**config.mk**
```make
export PLATFORM = sky130hd
export DESIGN_NAME = chipBusTop
export DESIGN_NICKNAME = d
export VERILOG_FILES = /design/src/source/chipBusPkg.sv /design/src/source/registerCycle.sv /design/src/source/chipRamCycle.sv /design/src/source/dataLaneControl.sv /design/src/source/cycleTerm.sv /design/src/source/chipBusTop.sv
export SDC_FILE = /design/constraint.sdc
export NUM_CORES = 1
export LEC_CHECK = 0
export BUFFER_PORTS_ARGS = -buffer_cell sky130_fd_sc_hd__buf_2
export CAP_MARGIN = 0
export CORE_ASPECT_RATIO = 0.75
export CORE_UTILIZATION = 35
export DETAILED_ROUTE_END_ITERATION = 12
export PLACE_DENSITY = 0.61
export SLEW_MARGIN = 20
export SYNTH_ARGS = -nofsm -noshare
export SYNTH_HDL_FRONTEND = slang
export SYNTH_SLANG_ARGS = --single-unit
```
**constraint.sdc**
```tcl
create_clock -name CLK80 -period 5.5 [get_ports CLK80]
set_clock_uncertainty 0.15 [all_clocks]
set_input_delay 0.825 -clock CLK80 [delete_from_list [all_inputs] [get_ports CLK80]]
set_output_delay 0.825 -clock CLK80 [all_outputs]
set_load 0.01 [all_outputs]
```
**src/source/chipBusPkg.sv**
```systemverilog
package chipBusPkg;

    ////////////////////////////////////////
    // Cycle timing, CLK80 periods
    ////////////////////////////////////////

    // asN and regEnN low time
    localparam int regHoldCycles = 8;

    // RAS fall to CAS fall
    localparam int rasToCas = 2;

    // CAS low ahead of the acknowledge
    localparam int casHold = 3;

    // Sequencer counter sizes
    localparam int regCntWidth = $clog2(regHoldCycles);
    localparam int ramCntWidth = $clog2(rasToCas + casHold);

    // Terminal counts
    localparam logic [regCntWidth-1:0] regCntLast = regCntWidth'(regHoldCycles - 1);
    localparam logic [ramCntWidth-1:0] rasCntLast = ramCntWidth'(rasToCas - 1);
    localparam logic [ramCntWidth-1:0] casCntLast = ramCntWidth'(casHold - 1);

    ////////////////////////////////////////
    // Chip memory address
    ////////////////////////////////////////

    localparam int cmaWidth = 11;
    // Row phase starts here on the CPU address
    localparam int rowLsb = 11;

    ////////////////////////////////////////
    // 68030 SIZ encodings
    ////////////////////////////////////////

    localparam logic [1:0] sizeLong = 2'b00;
    localparam logic [1:0] sizeByte = 2'b01;
    localparam logic [1:0] sizeWord = 2'b10;
    localparam logic [1:0] sizeThree = 2'b11;

endpackage

```
**src/source/registerCycle.sv**
```systemverilog
`timescale 1ns/1ps

module registerCycle (
    input  logic CLK80,
    input  logic RESETn,
    input  logic tsN,
    input  logic regSpaceN,
    input  logic c3,
    output logic asN,
    output logic regEnN,
    output logic regTack,
    output logic regCycle,
    output logic dsEn
);

    typedef enum logic [1:0] {
        regIdle,
        regWaitC3,
        regStrobe
    } regStateT;

    regStateT regState;
    logic [2:0] c3Sync;
    logic c3Rise;
    logic [chipBusPkg::regCntWidth-1:0] holdCnt;

    ////////////////////////////////////////
    // c3 into the CLK80 domain
    ////////////////////////////////////////

    // Two flops for metastability, third for the edge
    always_ff @(posedge CLK80) begin
        if (!RESETn) begin
            c3Sync <= 3'b000;
        end else begin
            c3Sync <= {c3Sync[1:0], c3};
        end
    end

    assign c3Rise = c3Sync[1] & ~c3Sync[2];

    ////////////////////////////////////////
    // Register access FSM
    ////////////////////////////////////////

    always_ff @(posedge CLK80) begin
        if (!RESETn) begin
            regState <= regIdle;
            holdCnt <= '0;
        end else begin
            case (regState)
                // Latch the request at the tsN sample
                regIdle: begin
                    if (!tsN && !regSpaceN) begin
                        regState <= regWaitC3;
                    end
                end
                // Line up with the chip bus phase
                regWaitC3: begin
                    if (c3Rise) begin
                        regState <= regStrobe;
                        holdCnt <= '0;
                    end
                end
                // Strobes out, count the hold time
                regStrobe: begin
                    if (regTack) begin
                        regState <= regIdle;
                    end else begin
                        holdCnt <= holdCnt + 1'b1;
                    end
                end
                default: begin
                    regState <= regIdle;
                end
            endcase
        end
    end

    // Acknowledge in the last strobe cycle
    assign regTack = (regState == regStrobe) && (holdCnt == chipBusPkg::regCntLast);

    // Strobes decoded from state
    assign asN = (regState != regStrobe);
    assign regEnN = (regState != regStrobe);
    assign dsEn = (regState == regStrobe);

    // Buffers open from request to release
    assign regCycle = (regState != regIdle);

endmodule

```
**src/source/chipRamCycle.sv**
```systemverilog
`timescale 1ns/1ps

module chipRamCycle (
    input  logic CLK80,
    input  logic RESETn,
    input  logic tsN,
    input  logic ramSpaceN,
    input  logic rnW,
    input  logic dbrN,
    input  logic [20:2] a,
    output logic rasN,
    output logic casN,
    output logic weN,
    output logic [chipBusPkg::cmaWidth-1:0] cma,
    output logic cpuCycle,
    output logic dmaCycle,
    output logic cpuTack,
    output logic dbEnN,
    output logic dbDir
);

    typedef enum logic [2:0] {
        stIdle,
        stRow,
        stColumn,
        stHold,
        stRelease
    } ramStateT;

    ramStateT state;
    logic [1:0] dbrSync;
    logic dmaOwns;
    logic ramReq;
    logic pending;
    logic casActive;
    logic [chipBusPkg::ramCntWidth-1:0] seqCnt;
    logic [chipBusPkg::cmaWidth-1:0] rowAddr;
    logic [chipBusPkg::cmaWidth-1:0] colAddr;

    ////////////////////////////////////////
    // DBR synchronizer
    ////////////////////////////////////////

    // Idles high, Agnus not requesting
    always_ff @(posedge CLK80) begin
        if (!RESETn) begin
            dbrSync <= 2'b11;
        end else begin
            dbrSync <= {dbrSync[0], dbrN};
        end
    end

    assign dmaOwns = ~dbrSync[1];
    assign dmaCycle = dmaOwns;

    // CPU asks for chip RAM
    assign ramReq = ~tsN & ~ramSpaceN;

    ////////////////////////////////////////
    // RAS/CAS sequencer
    ////////////////////////////////////////

    always_ff @(posedge CLK80) begin
        if (!RESETn) begin
            state <= stIdle;
            pending <= 1'b0;
            seqCnt <= '0;
        end else begin
            case (state)
                stIdle: begin
                    // Start at once unless DMA has the bus
                    if ((ramReq || pending) && !dmaOwns) begin
                        state <= stRow;
                        pending <= 1'b0;
                        seqCnt <= '0;
                    end else if (ramReq) begin
                        // Park the request behind DMA
                        pending <= 1'b1;
                    end
                end
                // Row address, RAS low
                stRow: begin
                    if (seqCnt == chipBusPkg::rasCntLast) begin
                        state <= stColumn;
                    end else begin
                        seqCnt <= seqCnt + 1'b1;
                    end
                end
                // CAS falls here
                stColumn: begin
                    state <= stHold;
                    seqCnt <= '0;
                end
                stHold: begin
                    if (cpuTack) begin
                        state <= stRelease;
                    end else begin
                        seqCnt <= seqCnt + 1'b1;
                    end
                end
                // RAS and CAS back high, precharge
                stRelease: begin
                    state <= stIdle;
                end
                default: begin
                    state <= stIdle;
                end
            endcase
        end
    end

    // Acknowledge after the CAS hold
    assign cpuTack = (state == stHold) && (seqCnt == chipBusPkg::casCntLast);

    // Row bits zero extended, column from the low bits
    always_comb begin
        rowAddr = '0;
        rowAddr[20-chipBusPkg::rowLsb:0] = a[20:chipBusPkg::rowLsb];
    end
    assign colAddr = a[chipBusPkg::cmaWidth+1:2];

    assign casActive = (state == stColumn) || (state == stHold);

    always_comb begin
        case (state)
            stRow: cma = rowAddr;
            stColumn, stHold: cma = colAddr;
            default: cma = '0;
        endcase
    end

    ////////////////////////////////////////
    // Strobes and buffers
    ////////////////////////////////////////

    assign rasN = !((state == stRow) || casActive);
    assign casN = !casActive;
    // Write enable only with CAS
    assign weN = casActive ? ~rnW : 1'b1;

    assign dbEnN = !casActive;
    assign dbDir = rnW;

    // CPU owns the RAM path
    assign cpuCycle = (state != stIdle);

endmodule

```
**src/source/dataLaneControl.sv**
```systemverilog
`timescale 1ns/1ps

module dataLaneControl (
    input  logic regCycle,
    input  logic cpuCycle,
    input  logic dmaCycle,
    input  logic dsEn,
    input  logic rnW,
    input  logic aweN,
    input  logic [1:0] siz,
    input  logic [1:0] a,
    output logic cuubeN,
    output logic cumbeN,
    output logic clmbeN,
    output logic cllbeN,
    output logic udsN,
    output logic ldsN,
    output logic vbEnN,
    output logic drdEnN,
    output logic drdDir
);

    logic [2:0] laneCount;
    // Index is the byte offset, 0 is the upper lane
    logic [3:0] laneEn;

    ////////////////////////////////////////
    // Size and offset to byte lanes
    ////////////////////////////////////////

    always_comb begin
        laneCount = 3'd4;
        case (siz)
            chipBusPkg::sizeByte: laneCount = 3'd1;
            chipBusPkg::sizeWord: laneCount = 3'd2;
            chipBusPkg::sizeThree: laneCount = 3'd3;
            chipBusPkg::sizeLong: laneCount = 3'd4;
        endcase
    end

    // From the offset upward, capped at the long word
    always_comb begin
        for (int k = 0; k < 4; k++) begin
            laneEn[k] = (3'(k) >= {1'b0, a}) && (3'(k) < ({1'b0, a} + laneCount));
        end
    end

    assign cuubeN = ~(cpuCycle & laneEn[0]);
    assign cumbeN = ~(cpuCycle & laneEn[1]);
    assign clmbeN = ~(cpuCycle & laneEn[2]);
    assign cllbeN = ~(cpuCycle & laneEn[3]);

    // Even bytes on UDS, odd on LDS
    assign udsN = ~(dsEn & (laneEn[0] | laneEn[2]));
    assign ldsN = ~(dsEn & (laneEn[1] | laneEn[3]));

    ////////////////////////////////////////
    // Chip bus buffers
    ////////////////////////////////////////

    assign vbEnN = ~(cpuCycle | regCycle);
    assign drdEnN = ~dmaCycle;
    // Agnus sets direction during DMA, else the CPU
    assign drdDir = dmaCycle ? aweN : rnW;

endmodule

```
**src/source/cycleTerm.sv**
```systemverilog
`timescale 1ns/1ps

module cycleTerm (
    input  logic CLK80,
    input  logic RESETn,
    input  logic regTack,
    input  logic cpuTack,
    output logic tackN
);

    logic anyTack;

    ////////////////////////////////////////
    // Transfer acknowledge
    ////////////////////////////////////////

    // Either state machine can end the cycle
    assign anyTack = regTack | cpuTack;

    // One cycle low after an acknowledge
    // blocked if tackN went low last cycle
    always_ff @(posedge CLK80) begin
        if (!RESETn) begin
            tackN <= 1'b1;
        end else begin
            tackN <= ~(anyTack & tackN);
        end
    end

endmodule

```
**src/source/chipBusTop.sv**
```systemverilog
`timescale 1ns/1ps

module chipBusTop (
    input  logic CLK80,
    input  logic RESETn,
    input  logic tsN,
    input  logic rnW,
    input  logic regSpaceN,
    input  logic ramSpaceN,
    input  logic dbrN,
    input  logic c3,
    input  logic aweN,
    input  logic [1:0] siz,
    input  logic [20:0] a,
    output logic asN,
    output logic regEnN,
    output logic rasN,
    output logic casN,
    output logic weN,
    output logic [chipBusPkg::cmaWidth-1:0] cma,
    output logic dbEnN,
    output logic dbDir,
    output logic vbEnN,
    output logic drdEnN,
    output logic drdDir,
    output logic cuubeN,
    output logic cumbeN,
    output logic clmbeN,
    output logic cllbeN,
    output logic udsN,
    output logic ldsN,
    output logic tackN
);

    // Acknowledge pulses
    logic regTack;
    logic cpuTack;

    // Cycle type levels
    logic regCycle;
    logic cpuCycle;
    logic dmaCycle;
    logic dsEn;

    ////////////////////////////////////////
    // Custom chip registers
    ////////////////////////////////////////

    registerCycle registerCycle_i (.*);

    ////////////////////////////////////////
    // Chip RAM, long word address only
    ////////////////////////////////////////

    chipRamCycle chipRamCycle_i (
        .a (a[20:2]),
        .*
    );

    ////////////////////////////////////////
    // Termination
    ////////////////////////////////////////

    cycleTerm cycleTerm_i (.*);

    ////////////////////////////////////////
    // Byte lanes and buffers
    ////////////////////////////////////////

    dataLaneControl dataLaneControl_i (
        .a (a[1:0]),
        .*
    );

endmodule

```
==> metrics.cfg, run 1 <==
[placed_design]
dp.cells=236
gp_congestion=0.748
dp_hpwl_um=2310
port_buffers=59

[synth]
synth_top_area_share=0.293
ys.flop_type=dfxtp_1
syn_area_um2=1230
syn_avg_cell_area_um2=8.20
synth_area_leader_cell=dfxtp_1
ys_warn_count=0
synthCells=150
yosys-top-cells-area=dfxtp_1 29%, ha_1 9.2%, a22oi_1 6.1%
async_flop_share=0
synthTopCellsByCount=18 x dfxtp_1, 16 x nand2_1, 15 x nor2_1
ys_seq_area_frac=0.293
synth_nets=192
yosysMostFrequentCell=dfxtp_1
synth_edf_count=0
synth.distinct_cells=38
synth-seq-cells=18

[setup_path]
cp-end-kind=primary output
crit_type=input port to primary output
startpoint_type=input port
arrival_ns=2.46
crit_fanout=3
worstPathRequired_ns=4.53

[sta]
worst-slew-pin-transition_ns=0.749
layout_worst_path_cycle_share=0.624
grt_setup_unrepaired=false
slew_headroom=0.500
final-hold-violation-count=0
post-route-min-period_ns=3.43
setup_viol=0
drv_slew=0
setup_tns_ns=0
hold_ws_ns=0.261
fmax_mhz=291

[floorplanning]
die_y_um=53.3
die_w_um=70.5
num_rows=18
pin_count=60
core_area_um2=3310
die-area_um2=3760
start_util=0.372

[clock_network]
cts_sinks=18
cts-root-buf=clkbuf_8
cts-buffers-inserted=3
cts_max_path_buffers=2
h-tree-depth=1
hold_buffers=0
path_clk_slew_ns=0.07
clock_latency_ns=0.25
cts_tree=done
post_cts_resized=0
post_cts_buffers=0

[power]
swShare=0.326
leakage_nw=0.713
ir_worst_vdd_v=0.000225
internal_power_uw=265
clkPwrFrac=0.271
p_sw_uw=128
seqPwrFrac=0.379
power.density_nw_per_um2=252
combPwrFrac=0.349
finalPower_uw=393

[job]
maxCapViolations=0

[layout]
diodes=0
drive_gt1_frac=0.345
register_area_um2=360
nets=243
utilization=0.472
instances_no_fill=240
nFillCells=337
area_delta_synth_final_pct=27.0
multi_input_area_um2=759

[detailed_routing]
postRouteAntennaNets=0
drt_pass1_iterations=4
wl_per_cell_um=12.4
drc=0
viasPerCell=4.96
routed_wirelength_um=2990
num_vias=1191
drt_iter0_drc=70

[min_path]
hold_path.class=flip-flop to flip-flop

[global_routing]
grt_pass1_wl_um=4600
grt_pass1_vias=1023
grt_max_degree=23
grt_overflow=0
grt_use_total=0.156
antenna_found_initial=0

[run_status]
status=complete, no violations

[power groups by stage]
stage	logic (mW)	clock network, mW	registers, mW
after floorplan	0.0970	0	0.148
after global placement	0.132	0	0.152
after detailed placement	0.136	0	0.153
final	0.138	0.107	0.149
after CTS	0.137	0.109	0.149
after global routing	0.154	0.116	0.151
[path summary, 6_finish.rpt]
path         slack (ns)                                  from                               endpoint  depth (start not counted)
max                2.07                                  a[0]                                   udsN                          7
min                0.26  chipRamCycle_i.dbrSync[0]$_SDFF_PN1_   chipRamCycle_i.dbrSync[1]$_SDFF_PN1_                          1
max reg2reg        3.62  chipRamCycle_i.state[1]$_SDFFE_PN0P_  chipRamCycle_i.seqCnt[2]$_SDFFE_PN0P_                          3
min reg2reg        0.26  chipRamCycle_i.dbrSync[0]$_SDFF_PN1_   chipRamCycle_i.dbrSync[1]$_SDFF_PN1_                          1
[cell usage in the layout (no fill, tap or decap), drive strengths merged, types with 5 or more instances in the layout]
cell type	count
a22oi	10
buf	59
dfxtp	18
ha	9
inv	11
nand2	16
nand2b	5
nor2	15
nor2b	5
o21ai	5
[through the flow]
stage	instance area (um2)	setup slack, ns
after CTS	1560	2.07
after global routing	1560	1.97
final	1560	2.07
after floorplan	1230	2.33
after global placement	1510	2.17
after detailed placement	1510	2.08
[critical path, cell delays in order]
cell and delay (ns):
buf_2 0.12, ha_1 0.20, fa_1 0.38, or3_1 0.40, a32oi_1 0.28, o21ai_0 0.11
buf_2 0.15
[cells by family (layout without fill, tap and decap cells)]
kind of cell / after synthesis / count (layout) / synth area share
compound gates: 38 / 38 / 0.247
flops: 18 / 18 / 0.293
buf+inv: 24 / 74 / 0.0895
mux: 4 / 4 / 0.0336
fa+ha+maj: 10 / 10 / 0.108
simple gates: 56 / 56 / 0.229
[metal layers]
| metal | routed length [um] | vias to the layer above | track usage |
|---|---|---|---|
| met3 | 149 | 2 | 0.0419 |
| met5 | 0 | - | 0 |
| met1 | 1470 | 536 | 0.213 |
| li1 | - | 623 | - |
| met2 | 1340 | 30 | 0.248 |
| met4 | 19 | 0 | 0.0300 |
[sequential cells by signal (all words and copies together), names as in the netlist]
register / cells
chipRamCycle_i.seqCnt: 3
chipRamCycle_i.state: 3
registerCycle_i.c3Sync: 3
registerCycle_i.holdCnt: 3
chipRamCycle_i.dbrSync: 2
registerCycle_i.regState: 2
chipRamCycle_i.pending: 1
cycleTerm_i.tackN: 1
[final cells by class]
class / count / area share
well taps: 40 / 0.0321
clock buffers: 4 / 0.0353
multi-input cells: 108 / 0.486
flip-flops and latches: 18 / 0.231
inverters: 11 / 0.0264
repair buffers: 59 / 0.189
Power figures use the tool's default switching activity.
==> run 2, diff against run 1 <==
--- a/config.mk
+++ b/config.mk
@@ -10,7 +10,7 @@
 export CORE_ASPECT_RATIO = 0.75
 export CORE_UTILIZATION = 35
 export DETAILED_ROUTE_END_ITERATION = 12
-export PLACE_DENSITY = 0.61
+export PLACE_DENSITY = 0.63
 export SLEW_MARGIN = 20
 export SYNTH_ARGS = -nofsm -noshare
 export SYNTH_HDL_FRONTEND = slang
==> constraint.sdc (replaced) <==
create_clock -name CLK80 -period 3 [get_ports CLK80]
set_clock_uncertainty 0.15 [all_clocks]
set_input_delay 0.45 -clock CLK80 [delete_from_list [all_inputs] [get_ports CLK80]]
set_output_delay 0.45 -clock CLK80 [all_outputs]
set_load 0.01 [all_outputs]
==> run 2 against run 1 <==
Effect of this change:
- sequential share of layout area unchanged
- sequential cell count stayed put
- critical path depth unchanged
- register-to-register slack got worse by 2.5 ns
- cell area stayed put
- routed wire length fell by 9.8%
- total power rose by 82%
- first-iteration DRC count shrank 43%
- utilization unchanged
- count of clock-buffer cells in the layout is the same
- hold slack lost 0.032 ns
- critical path type unchanged
- die area unchanged
==> metrics.cfg, run 2 (synthesis gave the netlist of run 1 again) <==
[run_status]
status=complete, no violations  ; unchanged

[global_routing]
antenna_found_initial=0  ; unchanged
grt_pass1_vias=923  ; was 1,023
grt_overflow=0  ; unchanged
grt_max_degree=23  ; unchanged
grt_pass1_wl_um=4200  ; was 4600 um
grt_use_total=0.141  ; was 0.156

[layout]
instances_no_fill=240  ; unchanged
final_common_cell=buf_2  ; unchanged
area_delta_synth_final_pct=27.0  ; unchanged
final_cell_mix=59 x buf_2, 18 x dfxtp_1, 16 x nand2_1  ; unchanged
nFillCells=321  ; was 337
diodes=0  ; unchanged
drive_gt1_frac=0.345  ; unchanged
nets=243  ; unchanged

[clock_network]
path_clk_slew_ns=0.06  ; was 0.07 ns
cts-root-buf=clkbuf_8  ; unchanged
post_cts_resized=0  ; unchanged
h-tree-depth=1  ; unchanged
cts_max_path_buffers=2  ; unchanged
cts_tree=done  ; unchanged
post_cts_buffers=0  ; unchanged
clock_latency_ns=0.25  ; about the same
cts-buffers-inserted=3  ; unchanged
cts_sinks=18  ; unchanged
hold_buffers=0  ; unchanged

[placed_design]
dp_hpwl_um=2080  ; was 2310 um
port_buffers=59  ; unchanged
gp_congestion=0.804  ; was 0.748
dp.cells=236  ; unchanged

[sta]
post-route-min-period_ns=2.61
worst-slew-pin-transition_ns=0.736  ; was 0.749 ns
fmax_mhz=383
final-hold-violation-count=0  ; unchanged
setup_tns_ns=0  ; unchanged
setup_viol=0  ; unchanged
grt_setup_unrepaired=false  ; unchanged
layout_worst_path_cycle_share=0.871
drv_slew=0  ; unchanged
slew_headroom=0.509  ; was 0.500

[setup_path]
critPathSlowestCell=or3_1  ; unchanged
worstPathRequired_ns=2.40  ; was 4.53 ns
critPathMaxStageDelay_ns=0.39  ; was 0.40 ns
crit_type=input port to primary output  ; unchanged
cp-end-kind=primary output  ; unchanged
cp_num_buf_inv=2  ; unchanged
arrival_ns=2.01  ; was 2.46 ns
path_common_cell=buf_2  ; unchanged
worst_path_dominant_cell_family=adder cells  ; unchanged
crit_fanout=3  ; unchanged
cp_cell_sequence=buf_2, ha_1, fa_1, or3_1, a32oi_1, o21ai_0, buf_2  ; unchanged
startpoint_type=input port  ; unchanged

[floorplanning]
start_util=0.372  ; unchanged
core_area_um2=3310  ; unchanged
die_w_um=70.5  ; unchanged
pin_count=60  ; unchanged
die-area_um2=3760  ; unchanged
die_y_um=53.3  ; unchanged
num_rows=18  ; unchanged

[detailed_routing]
drt_pass1_iterations=4  ; unchanged
viasPerCell=4.97  ; was 4.96
wl_per_cell_um=11.2  ; was 12.4 um
drt_iter0_drc=40  ; was 70
drc=0  ; unchanged
num_vias=1192  ; was 1,191
postRouteAntennaNets=0  ; unchanged
routed_wirelength_um=2690  ; was 2990 um

[power]
ir_worst_vdd_v=0.000230  ; was 0.000225 V
power.density_nw_per_um2=458  ; was 252 nW/um2
leakage_nw=0.713  ; unchanged

[job]
maxCapViolations=0  ; unchanged

[min_path]
hold_path.class=input port to flip-flop  ; was flip-flop to flip-flop

## run 2: power breakdown
| part | internal, mW | switching (mW) | total, mW |
|---|---|---|---|
| Sequential | 0.256 | 0.0178 | 0.274 |
| Combinational | 0.113 | 0.133 | 0.247 |
| Clock | 0.116 | 0.0777 | 0.194 |
## run 2: through the flow
stage / utilization / power (mW) / setup slack (ns) / cell area [um2] / hold WS (ns)
after CTS: 0.472 / 0.723 / 0.390 / 1560 / 0.225
after floorplan: - / 0.449 / 0.580 / 1230 / 0.236
after global placement: 0.455 / 0.526 / 0.403 / 1510 / 0.222
final: 0.472 / 0.715 / 0.388 / 1560 / 0.229
after global routing: 0.472 / 0.770 / 0.265 / 1560 / 0.231
after detailed placement: 0.455 / 0.527 / 0.395 / 1510 / 0.229
## run 2: layer usage
metal  wire length [um]  part of all wire  track usage
met4                 10            0.0037       0.0300
met5                  0                 0            0
met3                164             0.061       0.0343
met2               1130              0.42        0.211
met1               1390              0.52        0.203
## run 2: worst paths after layout
kind	end	slack, ns	cells after the start	startpoint
max	udsN	0.39	7	a[0]
min	chipRamCycle_i.dbrSync[0]$_SDFF_PN1_	0.23	2	dbrN
max reg2reg	chipRamCycle_i.seqCnt[1]$_SDFFE_PN0P_	1.12	3	chipRamCycle_i.state[1]$_SDFFE_PN0P_
min reg2reg	cycleTerm_i.tackN$_SDFF_PN1_	0.24	1	cycleTerm_i.tackN$_SDFF_PN1_
## run 2: layout make-up
type	count	area [um2]	share of cell area
clock buffer	4	55.1	0.0353
inverter	11	41.3	0.0264
multi-input combinational	108	759	0.486
sequential	18	360	0.231
tap	40	50.0	0.0321
timing repair buffer	59	295	0.189
